## config.mk

```make
export PLATFORM = sky130hd
export DESIGN_NAME = ebi_bridge_top
export DESIGN_NICKNAME = d
export VERILOG_FILES = /design/src/ebi_pkg.sv /design/src/ebi_bus_if.sv /design/src/ebi_control.sv /design/src/cmd_assembler.sv /design/src/sync_fifo.sv /design/src/status_monitor.sv /design/src/run_timer.sv /design/src/ebi_bridge_top.sv
export SDC_FILE = /design/constraint.sdc
export NUM_CORES = 1
export LEC_CHECK = 0
export ABC_AREA = 1
export CORE_MARGIN = 1
export CORE_UTILIZATION = 48
export DETAILED_ROUTE_END_ITERATION = 10
export DONT_BUFFER_PORTS = 1
export PLACE_DENSITY = 0.74
export SKIP_CTS_REPAIR_TIMING = 1
export SLEW_MARGIN = 0
export SYNTH_ARGS = -nofsm -noshare
export SYNTH_HDL_FRONTEND = slang
export SYNTH_SLANG_ARGS = --single-unit
```

## constraint.sdc

```tcl
create_clock -name clk -period 6.27 [get_ports clk]
set_input_delay 0.9405 -clock clk [delete_from_list [all_inputs] [get_ports clk]]
set_output_delay 0.9405 -clock clk [all_outputs]
set_load 0.01 [all_outputs]
```

## src/ebi_pkg.sv

```systemverilog
`default_nettype none

package ebi_pkg;

  localparam int DATA_W    = 16;
  localparam int ADDR_W    = 19;
  localparam int CMD_WORDS = 5;
  localparam int CMD_W     = 80;
  localparam int TIME_W    = 32;

  // ----------------------------------------------------------------------
  // register map
  // ----------------------------------------------------------------------
  localparam logic [ADDR_W-1:0] ADDR_STATUS      = 19'd0;
  localparam logic [ADDR_W-1:0] ADDR_CMD_W1      = 19'd1;
  localparam logic [ADDR_W-1:0] ADDR_CMD_W2      = 19'd2;
  localparam logic [ADDR_W-1:0] ADDR_CMD_W3      = 19'd3;
  localparam logic [ADDR_W-1:0] ADDR_CMD_W4      = 19'd4;
  // writing the last word commits the command
  localparam logic [ADDR_W-1:0] ADDR_CMD_W5      = 19'd5;
  localparam logic [ADDR_W-1:0] ADDR_NEXT_SAMPLE = 19'd6;
  localparam logic [ADDR_W-1:0] ADDR_TIME_RESET  = 19'd7;
  localparam logic [ADDR_W-1:0] ADDR_TIME_RUN    = 19'd8;
  localparam logic [ADDR_W-1:0] ADDR_TIME_READ   = 19'd9;

  localparam logic [DATA_W-1:0] SAMPLE_RESET_VALUE = 16'hDEAD;

  // order of the 4-bit flag vector out of each fifo
  localparam int FLAG_EMPTY  = 0;
  localparam int FLAG_AEMPTY = 1;
  localparam int FLAG_FULL   = 2;
  localparam int FLAG_AFULL  = 3;

  // status word layout, bits 7..0 read as zero
  localparam int ST_CMD_AFULL     = 15;
  localparam int ST_CMD_FULL      = 14;
  localparam int ST_CMD_AEMPTY    = 13;
  localparam int ST_CMD_EMPTY     = 12;
  localparam int ST_SAMPLE_AFULL  = 11;
  localparam int ST_SAMPLE_FULL   = 10;
  localparam int ST_SAMPLE_EMPTY  = 9;
  localparam int ST_SAMPLE_AEMPTY = 8;

endpackage

`default_nettype wire

```

## src/ebi_bus_if.sv

```systemverilog
`timescale 1ns/1ps
`default_nettype none

interface ebi_bus_if;
  import ebi_pkg::*;

  // host bus, already synchronous to clk
  logic [DATA_W-1:0] data_in;
  logic [ADDR_W-1:0] addr;
  logic              cs;
  logic              rd;
  logic              wr;

  modport ctrl (
    input data_in,
    input addr,
    input cs,
    input rd,
    input wr
  );

  // word capture only needs the payload and where it goes
  modport capture (
    input data_in,
    input addr
  );

endinterface

`default_nettype wire

```

## src/ebi_control.sv

```systemverilog
`timescale 1ns/1ps
`default_nettype none

module ebi_control (
  input  logic                      clk,
  input  logic                      rst,
  ebi_bus_if.ctrl                   bus,
  input  logic [ebi_pkg::DATA_W-1:0] status_word,
  input  logic [ebi_pkg::DATA_W-1:0] sample_latch,
  input  logic [ebi_pkg::DATA_W-1:0] time_low,
  output logic                      cmd_push,
  output logic                      capture_en,
  output logic                      sample_pop,
  output logic                      sample_load,
  output logic                      status_read,
  output logic                      time_reset,
  output logic                      time_run,
  output logic [ebi_pkg::DATA_W-1:0] data_out
);
  import ebi_pkg::*;

  // one-hot states
  localparam logic [5:0] idle           = 6'b000001;
  localparam logic [5:0] fetch          = 6'b000010;
  localparam logic [5:0] fifo_load      = 6'b000100;
  localparam logic [5:0] trans_over     = 6'b001000;
  localparam logic [5:0] fifo_read      = 6'b010000;
  localparam logic [5:0] fifo_read_next = 6'b100000;

  logic [5:0] state;
  logic [5:0] next_state;
  logic       wr_seen;
  logic       rd_seen;
  logic       rd_d;
  logic       rd_dd;
  logic       rd_done;

  assign wr_seen = bus.cs & bus.wr;
  assign rd_seen = bus.cs & bus.rd;

  // ----------------------------------------------------------------------
  // end of read strobe, two register stages
  // ----------------------------------------------------------------------
  always_ff @(posedge clk) begin
    if (rst) begin
      rd_d  <= 1'b0;
      rd_dd <= 1'b0;
    end else begin
      rd_d  <= rd_seen;
      rd_dd <= rd_d;
    end
  end

  assign rd_done = rd_dd & ~rd_d;

  // ----------------------------------------------------------------------
  // state machine
  // ----------------------------------------------------------------------
  always_comb begin
    next_state = state;
    capture_en = 1'b0;
    time_reset = 1'b0;
    time_run   = 1'b0;
    case (state)
      idle: next_state = fetch;
      fetch: begin
        if (wr_seen) begin
          capture_en = 1'b1;
          if (bus.addr == ADDR_CMD_W5) next_state = fifo_load;
          else if (bus.addr == ADDR_TIME_RESET) time_reset = 1'b1;
          else if (bus.addr == ADDR_TIME_RUN) time_run = 1'b1;
        end else if (rd_seen && bus.addr == ADDR_NEXT_SAMPLE) begin
          next_state = fifo_read;
        end
      end
      fifo_load: next_state = trans_over;
      // host may still hold the strobe of the last word
      trans_over: if (!bus.rd && !bus.wr) next_state = fetch;
      fifo_read: if (rd_done) next_state = fifo_read_next;
      fifo_read_next: next_state = fetch;
      default: next_state = idle;
    endcase
  end

  always_ff @(posedge clk) begin
    if (rst) begin
      state       <= idle;
      cmd_push    <= 1'b0;
      sample_pop  <= 1'b0;
      sample_load <= 1'b0;
    end else begin
      state       <= next_state;
      cmd_push    <= (state == fifo_load);
      sample_pop  <= (state == fifo_read) && rd_done;
      // popped word is on the fifo output one cycle after the pop
      sample_load <= (state == fifo_read_next);
    end
  end

  // ----------------------------------------------------------------------
  // registered read mux
  // ----------------------------------------------------------------------
  assign status_read = rd_seen && (bus.addr == ADDR_STATUS);

  always_ff @(posedge clk) begin
    if (rst) begin
      data_out <= '0;
    end else if (rd_seen) begin
      case (bus.addr)
        ADDR_STATUS:      data_out <= status_word;
        ADDR_NEXT_SAMPLE: data_out <= sample_latch;
        ADDR_TIME_READ:   data_out <= time_low;
        default:          data_out <= data_out;
      endcase
    end
  end

endmodule

`default_nettype wire

```

## src/cmd_assembler.sv

```systemverilog
`timescale 1ns/1ps
`default_nettype none

module cmd_assembler (
  input  logic                      clk,
  input  logic                      rst,
  ebi_bus_if.capture                bus,
  input  logic                      capture_en,
  output logic [ebi_pkg::CMD_W-1:0] command
);
  import ebi_pkg::*;

  localparam int IDX_W = $clog2(CMD_WORDS);

  logic [DATA_W-1:0] words [CMD_WORDS];
  logic [IDX_W-1:0]  idx;
  logic              in_range;

  // only command addresses land in the bank, timer writes fall through
  assign in_range = (bus.addr >= ADDR_CMD_W1) && (bus.addr <= ADDR_CMD_W5);
  assign idx      = IDX_W'(bus.addr - ADDR_CMD_W1);

  always_ff @(posedge clk) begin
    if (rst) begin
      for (int i = 0; i < CMD_WORDS; i++) words[i] <= '0;
    end else if (capture_en && in_range) begin
      words[idx] <= bus.data_in;
    end
  end

  // word 1 ends up in the top bits
  always_comb begin
    for (int j = 0; j < CMD_WORDS; j++) begin
      command[CMD_W-1-j*DATA_W -: DATA_W] = words[j];
    end
  end

endmodule

`default_nettype wire

```

## src/sync_fifo.sv

```systemverilog
`timescale 1ns/1ps
`default_nettype none

module sync_fifo #(
  parameter int WIDTH         = 16,
  parameter int DEPTH         = 16,
  parameter int ALMOST_MARGIN = 2
) (
  input  logic             clk,
  input  logic             rst,
  input  logic             wr_en,
  input  logic [WIDTH-1:0] wr_data,
  input  logic             rd_en,
  output logic [WIDTH-1:0] rd_data,
  output logic             full,
  output logic             empty,
  output logic             almost_full,
  output logic             almost_empty
);

  localparam int PTR_W = (DEPTH > 1) ? $clog2(DEPTH) : 1;
  localparam int CNT_W = $clog2(DEPTH + 1);

  logic [WIDTH-1:0] mem [DEPTH];
  logic [PTR_W-1:0] wr_ptr;
  logic [PTR_W-1:0] rd_ptr;
  logic [CNT_W-1:0] count;
  logic             do_wr;
  logic             do_rd;

  // blocked accesses are dropped
  assign do_wr = wr_en && !full;
  assign do_rd = rd_en && !empty;

  always_ff @(posedge clk) begin
    if (do_wr) mem[wr_ptr] <= wr_data;
    if (do_rd) rd_data <= mem[rd_ptr];
  end

  always_ff @(posedge clk) begin
    if (rst) begin
      wr_ptr <= '0;
      rd_ptr <= '0;
      count  <= '0;
    end else begin
      if (do_wr) wr_ptr <= (wr_ptr == PTR_W'(DEPTH - 1)) ? '0 : wr_ptr + 1'b1;
      if (do_rd) rd_ptr <= (rd_ptr == PTR_W'(DEPTH - 1)) ? '0 : rd_ptr + 1'b1;
      if (do_wr && !do_rd) count <= count + 1'b1;
      else if (do_rd && !do_wr) count <= count - 1'b1;
    end
  end

  // flags straight from occupancy
  assign full         = (count == CNT_W'(DEPTH));
  assign empty        = (count == '0);
  assign almost_full  = (count >= CNT_W'(DEPTH - ALMOST_MARGIN));
  assign almost_empty = (count <= CNT_W'(ALMOST_MARGIN));

endmodule

`default_nettype wire

```

## src/status_monitor.sv

```systemverilog
`timescale 1ns/1ps
`default_nettype none

module status_monitor (
  input  logic                       clk,
  input  logic                       rst,
  input  logic [3:0]                 cmd_flags,
  input  logic [3:0]                 sample_flags,
  input  logic                       status_read,
  input  logic                       sample_load,
  input  logic [ebi_pkg::DATA_W-1:0] sample_rd_data,
  output logic [ebi_pkg::DATA_W-1:0] status_word,
  output logic [ebi_pkg::DATA_W-1:0] sample_latch,
  output logic                       irq
);
  import ebi_pkg::*;

  logic [DATA_W-1:0] status_next;
  logic [DATA_W-1:0] status_last;

  always_comb begin
    status_next                   = '0;
    status_next[ST_CMD_AFULL]     = cmd_flags[FLAG_AFULL];
    status_next[ST_CMD_FULL]      = cmd_flags[FLAG_FULL];
    status_next[ST_CMD_AEMPTY]    = cmd_flags[FLAG_AEMPTY];
    status_next[ST_CMD_EMPTY]     = cmd_flags[FLAG_EMPTY];
    status_next[ST_SAMPLE_AFULL]  = sample_flags[FLAG_AFULL];
    status_next[ST_SAMPLE_FULL]   = sample_flags[FLAG_FULL];
    status_next[ST_SAMPLE_EMPTY]  = sample_flags[FLAG_EMPTY];
    status_next[ST_SAMPLE_AEMPTY] = sample_flags[FLAG_AEMPTY];
  end

  always_ff @(posedge clk) begin
    if (rst) begin
      status_word  <= '0;
      status_last  <= '0;
      irq          <= 1'b0;
      sample_latch <= SAMPLE_RESET_VALUE;
    end else begin
      status_word <= status_next;
      if (status_read) status_last <= status_word;
      // stays up until the host has seen the current flags
      irq <= (status_word != status_last);
      // status_word holds the empty flag of the pop cycle here,
      // so an empty pop leaves the latch alone
      if (sample_load && !status_word[ST_SAMPLE_EMPTY]) sample_latch <= sample_rd_data;
    end
  end

endmodule

`default_nettype wire

```

## src/run_timer.sv

```systemverilog
`timescale 1ns/1ps
`default_nettype none

module run_timer (
  input  logic                       clk,
  input  logic                       rst,
  input  logic                       time_reset,
  input  logic                       time_run,
  output logic [ebi_pkg::TIME_W-1:0] count
);

  logic run_en;

  always_ff @(posedge clk) begin
    if (rst) begin
      run_en <= 1'b0;
      count  <= '0;
    end else begin
      // sticky until reset
      if (time_run) run_en <= 1'b1;
      if (time_reset) count <= '0;
      else if (run_en) count <= count + 1'b1;
    end
  end

endmodule

`default_nettype wire

```

## src/ebi_bridge_top.sv

```systemverilog
`timescale 1ns/1ps
`default_nettype none

module ebi_bridge_top #(
  parameter int CMD_DEPTH     = 8,
  parameter int SAMPLE_DEPTH  = 16,
  parameter int ALMOST_MARGIN = 2
) (
  input  logic                       clk,
  input  logic                       rst,
  input  logic [ebi_pkg::DATA_W-1:0] data_in,
  input  logic [ebi_pkg::ADDR_W-1:0] addr,
  input  logic                       cs,
  input  logic                       rd,
  input  logic                       wr,
  output logic [ebi_pkg::DATA_W-1:0] data_out,
  output logic                       irq,
  output logic [ebi_pkg::TIME_W-1:0] global_clock,
  input  logic                       cmd_rd_en,
  output logic [ebi_pkg::CMD_W-1:0]  cmd_data,
  output logic                       cmd_empty,
  input  logic                       sample_wr_en,
  input  logic [ebi_pkg::DATA_W-1:0] sample_data,
  output logic                       sample_full
);
  import ebi_pkg::*;

  logic              cmd_push;
  logic              capture_en;
  logic              sample_pop;
  logic              sample_load;
  logic              status_read;
  logic              time_reset;
  logic              time_run;
  logic [CMD_W-1:0]  command;
  logic [DATA_W-1:0] status_word;
  logic [DATA_W-1:0] sample_latch;
  logic [DATA_W-1:0] sample_rd_data;
  logic [TIME_W-1:0] time_count;
  logic [3:0]        cmd_flags;
  logic [3:0]        sample_flags;

  ebi_bus_if bus ();

  assign bus.data_in = data_in;
  assign bus.addr    = addr;
  assign bus.cs      = cs;
  assign bus.rd      = rd;
  assign bus.wr      = wr;

  ebi_control u_control (
    .clk(clk), .rst(rst), .bus(bus),
    .status_word(status_word), .sample_latch(sample_latch),
    .time_low(time_count[DATA_W-1:0]),
    .cmd_push(cmd_push), .capture_en(capture_en),
    .sample_pop(sample_pop), .sample_load(sample_load),
    .status_read(status_read),
    .time_reset(time_reset), .time_run(time_run),
    .data_out(data_out)
  );

  cmd_assembler u_assembler (
    .clk(clk), .rst(rst), .bus(bus), .capture_en(capture_en), .command(command)
  );

  // ----------------------------------------------------------------------
  // command and sample fifos
  // ----------------------------------------------------------------------
  sync_fifo #(.WIDTH(CMD_W), .DEPTH(CMD_DEPTH), .ALMOST_MARGIN(ALMOST_MARGIN)) cmd_fifo (
    .clk(clk), .rst(rst),
    .wr_en(cmd_push), .wr_data(command),
    .rd_en(cmd_rd_en), .rd_data(cmd_data),
    .full(cmd_flags[FLAG_FULL]), .empty(cmd_flags[FLAG_EMPTY]),
    .almost_full(cmd_flags[FLAG_AFULL]), .almost_empty(cmd_flags[FLAG_AEMPTY])
  );

  sync_fifo #(.WIDTH(DATA_W), .DEPTH(SAMPLE_DEPTH), .ALMOST_MARGIN(ALMOST_MARGIN)) sample_fifo (
    .clk(clk), .rst(rst),
    .wr_en(sample_wr_en), .wr_data(sample_data),
    .rd_en(sample_pop), .rd_data(sample_rd_data),
    .full(sample_flags[FLAG_FULL]), .empty(sample_flags[FLAG_EMPTY]),
    .almost_full(sample_flags[FLAG_AFULL]), .almost_empty(sample_flags[FLAG_AEMPTY])
  );

  assign cmd_empty   = cmd_flags[FLAG_EMPTY];
  assign sample_full = sample_flags[FLAG_FULL];

  status_monitor u_status (
    .clk(clk), .rst(rst),
    .cmd_flags(cmd_flags), .sample_flags(sample_flags),
    .status_read(status_read),
    .sample_load(sample_load), .sample_rd_data(sample_rd_data),
    .status_word(status_word), .sample_latch(sample_latch),
    .irq(irq)
  );

  run_timer u_timer (
    .clk(clk), .rst(rst), .time_reset(time_reset), .time_run(time_run), .count(time_count)
  );

  assign global_clock = time_count;

endmodule

`default_nettype wire

```

# [After elaboration in Yosys (flattened, before gate mapping)]
# Memories as Yosys holds them, arrays and structs flattened. A register that Yosys moved wholly into a read port is not among the register bits.
# Index checks and enable logic that the tools add are counted.
# Widths: inputs -> output; s select.
[op_classes] n_addsub=10 n_mul=0 n_div=0 order_cmp=6 n_eq_ne=22 shift=0 muxes=38 bitwise_logic=4 n_reduce_logical=37
[op_table] op="$eq 19x3->1 const B" count=3
[op_table] op="$pmux 16 s3" count=1
[op_table] op="$eq 19x4->1 const B" count=2
[op_table] op="$add 32x1->32 const B" count=1
[op_table] op="$mux 6" count=5
[op_table] op="$pmux 6 s5" count=1
[op_table] op="$mux 1" count=21
[op_table] op="$ge 19x1->1 const B" count=1
[op_table] op="$le 19x3->1 const B" count=1
[op_table] op="$logic_not 19->1" count=1
[op_table] op="$mux 16" count=1
[op_table] op="$mux 4" count=4
[op_table] op="$ne 16x16->1" count=1
[op_table] op="$reduce_or 16->1" count=1
[op_table] op="$logic_and 1x1->1" count=15
[op_table] op="$add 4x1->4 const B" count=3
[op_table] op="$eq 4x4->1 const B" count=3
[op_table] op="$logic_not 1->1" count=11
[op_table] op="$mux 5" count=2
[op_table] op="$mux 3" count=3
[op_table] op="$add 3x1->3 const B" count=2
[op_table] op="$eq 3x3->1 const B" count=2
[op_table] op="$eq 6x1->1 const B" count=1
[op_table] op="$eq 6x2->1 const B" count=1
[op_table] op="25 further kinds" count=30
[totals] reg_bits=132 latch_bits=0 mem_bits_rw=976 mem_bits_ro=0 in_bits=58 out_inout_bits=131 elab_cells=140 n_memories=3
[memory_table] name="cmd_fifo.mem" depth=8 width=80 rd=1 rd_ports_with_merged_regs=1 wr=1 line="sync_fifo.sv:24" text="logic [WIDTH-1:0] mem [DEPTH];"
[memory_table] name="sample_fifo.mem" depth=16 width=16 rd=1 rd_ports_with_merged_regs=1 wr=1 line="sync_fifo.sv:24"
[memory_table] name="u_assembler.words" depth=5 width=16 rd=5 rd_ports_with_merged_regs=0 wr=5 line="cmd_assembler.sv:15" text="logic [DATA_W-1:0] words [CMD_WORDS];"

# [Logic depth before layout (Yosys ltp)]
[depth] word_depth=9 ltp_mapped=14 depth_no_buf=14

# [Hierarchy]
# Synthesis repeated with hierarchy kept, for this count alone.
[unflattened] hier_cells=4478 hier_area_um2=48933.2
[by_module_without_submodules] module="sync_fifo (cmd_fifo)" instances=1 cells_each=2308 area_per_inst_um2=28537.4 seq_area_each_um2=21820.9
[by_module_without_submodules] module="sync_fifo (sample_fifo)" instances=1 cells_each=1195 area_per_inst_um2=12295.5 seq_area_each_um2=8428.1
[by_module_without_submodules] module="cmd_assembler" instances=1 cells_each=224 area_per_inst_um2=3052.9 seq_area_each_um2=2402.3
[by_module_without_submodules] module="run_timer" instances=1 cells_each=290 area_per_inst_um2=1873.0 seq_area_each_um2=660.6
[by_module_without_submodules] module="ebi_control" instances=1 cells_each=282 area_per_inst_um2=1815.5 seq_area_each_um2=540.5
[by_module_without_submodules] module="status_monitor" instances=1 cells_each=179 area_per_inst_um2=1358.8 seq_area_each_um2=660.6

# [Worst setup path after synthesis]
# No wires, ideal clock.
[synth_timing] path_type="reg-to-reg" startpoint="register cmd_fifo.count[0]" endpoint="memory cmd_fifo.mem[1][0] (netlist name), enable pin" setup_ns=0.519 arrival_ns=4.189 t_required_ns=5.751 setup_slack_ns=1.563 path_stages_with_launch=7 n_path_buf=0 period_less_slack_ns=4.707 path_cell_list="dfxtp_1 > nor2_1 > nand3_1 > nand2_1 > nor2_1 > inv_1 > nor2_1"
[synth_between] elab_chain_cells=5
[synth_rtl] item="from (decl)" line="sync_fifo.sv:27" text="logic [CNT_W-1:0] count;"
[synth_rtl] item="from (signal assigned)" line="sync_fifo.sv:48" text="if (do_wr && !do_rd) count <= count + 1'b1;"
[synth_rtl] item="from (signal assigned)" line="sync_fifo.sv:49" text="else if (do_rd && !do_wr) count <= count - 1'b1;"
[synth_rtl] item="$eq 4x4->1" line="sync_fifo.sv:54" text="assign full = (count == CNT_W'(DEPTH));"
[synth_rtl] item="$logic_not 1->1" line="sync_fifo.sv:32" text="assign do_wr = wr_en && !full;"
[synth_rtl] item="$logic_and 1x1->1" line="sync_fifo.sv:32"
[synth_rtl] item="$mux 1" line="sync_fifo.sv:36" text="if (do_wr) mem[wr_ptr] <= wr_data;"
[synth_rtl] item="$mux 1 (implied by the code)" line="sync_fifo.sv:36"
[synth_rtl] item="to (decl)" line="sync_fifo.sv:24"
# Every way passes these cells.

==> impl_metrics.json <==
{
  "outcome": "finished clean",
  "critPathMaxFanout": 163,
  "maxcap_viol_count": 0,
  "power-per-cell-area_mw_per_mm2": 382.4,
  "h-tree-depth": 3,
  "finalClockSkew_ns": 0.06192,
  "number_of_distinct_standard_cells_referenced_by_the_synthesized_netlist": 46,
  "hold_viol": 0,
  "cell_taking_the_most_area_after_synthesis": "edfxtp_1",
  "post_synth_edffs": 1072,
  "track_usage_pct": 21.52,
  "timing_worst_setup_path_type": "reg2reg",
  "timing.critical_path.to_type": "flip-flop",
  "placementRows": 114,
  "async_flop_share_pct": 0,
  "dieWidth_um": 313.8,
  "critical_path.startpoint_type": "flip-flop",
  "static-leakage-power_uw": 0.01763,
  "cts_tree": "yes",
  "yosys-top-cells-area": "edfxtp_1 (69%), nor2_1 (7.5%), dfxtp_1 (5.0%)",
  "clk_root_buffer_cell": "clkbuf_16",
  "synth.yosys.seq_area_share_pct": 73.95,
  "postPlaceCellArea_sq_mm": 0.04781,
  "wl_per_cell_um": 21.08,
  "stdcell_area_sq_mm": 0.05165,
  "worst_ep_arrival_time_ns": 3.88,
  "holdCritPathClass": "in2reg",
  "clock.fmax_ghz": 0.3018,
  "globalRouteOverflowTotal": 0,
  "synth-seq-cells": 1188,
  "post_layout_nonfiller_instances": 5080,
  "share_of_the_synthesized_area_in_the_top_cell_type_pct": 68.97,
  "gp_congestion": 0.8682,
  "worst_ir_drop_vdd_v": 0.0003953,
  "cp_most_frequent_cell": "nand2_1",
  "clkSlewWorstSetupHoldPaths_ns": 0.06,
  "r2r_slack_ns": 2.96,
  "worst-endpoint-required_ns": 6.83,
  "die_area_sq_mm": 0.09848,
  "yosys_most_used_dff": "edfxtp_1",
  "route.vias.total": 28810,
  "timing_worst_slew_pin_value_ns": 1.222,
  "syn_to_final_growth_pct": 10.66,
  "drt-pass1-iter-count": 6,
  "die-height_um": 313.8,
  "antenna_found_initial": 5,
  "placement.io_buffers": 0,
  "drt_drc_violations_left": 0,
  "setup_repair_after_global_routing_missed_its_margin": "false",
  "timing_max_transition_violations_final": 0,
  "setup_viols_final": 0,
  "drt_iter0_markers": 3004,
  "numClockSinks": 1188,
  "fin_crit_period_ns": 3.313,
  "grt_max_degree": 237,
  "cts-root-to-sink-buffers": 3,
  "mappedNetlistArea_sq_mm": 0.04667,
  "viasPerCell": 5.671,
  "syn-instance-count": 3743,
  "final.setup.tns_ns": 0,
  "final_layout_size_suffix_gt1_share_pct": 7.370,
  "worstPathCellList": "inv_8, buf_4, nor2_1, o32ai_1, nand2_1, nand2_1",
  "top_level_ports": 189,
  "drt-total-wl_um": 107100,
  "initial_core_util_pct": 48.33,
  "critical-path-slowest-cell": "buf_4",
  "max_stage_delay_ns": 0.88,
  "period_share_pct": 52.85,
  "max-slew-margin-rel_pct": 18.50,
  "numPlacedInstances": 4858,
  "syn-num-nets": 3825,
  "first_global_vias": 27830,
  "syn-mean-instance-area_sq_um": 12.47,
  "floorplan.core_area_sq_mm": 0.09657,
  "synth_warnings": 0,
  "tritoncts.num_buffers": 114,
  "layout.nets": 3780,
  "place_hpwl_um": 60870,
  "grt_first_pass_wirelength_um": 161500,
  "antenna_violating_nets_post_route": 0,
  "clk-insertion-delay-late_ns": 0.72
}
Yosys cell counts (38+ instances only):
| cell | count |
|---|---|
| o21ai_0 | 302 |
| o32ai_1 | 192 |
| inv_1 | 135 |
| nand2_1 | 449 |
| edfxtp_1 | 1072 |
| dfxtp_1 | 116 |
| nor2_1 | 929 |
| clkbuf_1 | 114 |
| nand4_1 | 38 |
| a21oi_1 | 48 |
| buf_2 | 58 |
| nand3_1 | 105 |
where the power goes:
part	total (uW)	switching, uW	internal [uW]	leakage, uW
registers	9670	460	9210	0.0108
clock network	6900	2950	3940	0.00187
logic	3180	2250	934	0.00498
total	19700	5660	14100	0.0176
through the flow:
step	utilization (%)	total power (uW)	setup slack (ns)	hold slack (ns)
3_3_place_gp	49.52	12870	2.880	0.4260
2_1_floorplan	-	12010	1.563	0.4166
4_1_cts	53.47	19830	3.083	0.2498
6_report	53.48	19750	2.957	0.2950
5_1_grt	53.48	20520	2.774	0.2628
3_5_place_dp	49.52	12990	2.817	0.4319
area by class of cell:
class / count / area [sq um]
Fill cell: 7684 / 44920
Sequential cell: 1188 / 34530
Multi-Input combinational cell: 2205 / 10760
Clock buffer: 133 / 2965
Tap cell: 1276 / 1597
Clock inverter: 84 / 853.3
Inverter: 143 / 554.3
Timing Repair Buffer: 46 / 370.4
Antenna cell: 5 / 12.51
cells by family (layout without fill, tap and decap cells):
group                      count (synthesis)  in the layout  share of synthesized area (%)
AOI/OAI and AO/OA                        582            582                          8.013
DFF                                     1188           1188                          73.95
and+or+nand+nor                         1571           1571                          13.64
other                                      0              5                              0
buffers and inverters                    350            406                          3.198
xor gates and xnor gates                  28             28                         0.5254
adders and majority gates                 24             24                         0.6756
cells in the final DEF, fill, tap and decap left out, types with 5 or more instances in the layout:
cell / Yosys / final
edfxtp_1: 1072 / 1072
nor2_1: 929 / 911
nand2_1: 449 / 449
o21ai_0: 302 / 302
o32ai_1: 192 / 192
inv_1: 135 / 132
clkbuf_16: 0 / 115
dfxtp_1: 116 / 111
nand3_1: 105 / 105
a21oi_1: 48 / 48
buf_4: 13 / 44
nand4_1: 38 / 38
o211ai_1: 32 / 32
clkinv_2: 0 / 31
clkinv_1: 3 / 27
ha_1: 22 / 22
xor2_1: 18 / 18
nor3_1: 17 / 16
clkbuf_1: 114 / 16
nor2_2: 4 / 14
bufinv_16: 0 / 13
nor2_4: 3 / 11
xnor2_1: 10 / 10
diode_2: 0 / 5
nand4_4: 5 / 5
clkinvlp_4: 0 / 5
inv_6: 0 / 5
dfxtp_4: 0 / 5
critical path: cells and delay by family, from the launching register on:
family,cells,cell delay [ns]
AO/OA/AOI/OAI,1,0.34
AND/OR/NAND/NOR,3,0.30
flip-flops,1,0.57
buffers and inverters,2,1.60
final timing paths:
path / startpoint / endpoint / cells past startpoint
worst max-delay path: cmd_fifo.rd_ptr[0]$_SDFFE_PP0P_ / cmd_fifo.rd_data[13]$_DFFE_PP_ / 6
worst min register to register: sample_fifo.rd_data[14]$_DFFE_PP_ / u_status.sample_latch[14]$_SDFFE_PP1P_ / 2
worst min-delay path: rst / sample_fifo.count[4]$_SDFFE_PP0P_ / 1
worst max register to register: cmd_fifo.rd_ptr[0]$_SDFFE_PP0P_ / cmd_fifo.rd_data[13]$_DFFE_PP_ / 6
layer usage:
metal / share of wire (%) / routed length (um) / vias to the layer above / track usage (%)
met1: 39 / 41780 / 14070 / 27.67
met5: 0.012 / 13 / - / 0
met3: 8.6 / 9180 / 204 / 4.440
met2: 49 / 52570 / 1242 / 35.61
met4: 3.3 / 3542 / 2 / 8.891
li1: - / - / 13290 / -
flip-flops by register name (all words and copies together), names as in the netlist, 3 cells and up:
register	count
u_control.state	6
cmd_fifo.wr_ptr	3
sample_fifo.count	5
u_timer.count	32
cmd_fifo.rd_data	80
cmd_fifo.rd_ptr	3
sample_fifo.mem	256
cmd_fifo.mem	640
cmd_fifo.count	4
sample_fifo.wr_ptr	4
u_status.sample_latch	16
u_assembler.words	80
u_status.status_last	8
u_status.status_word	8
sample_fifo.rd_data	16
u_control.data_out	16
sample_fifo.rd_ptr	4
Note: power is estimated with default switching activity, not from simulation.
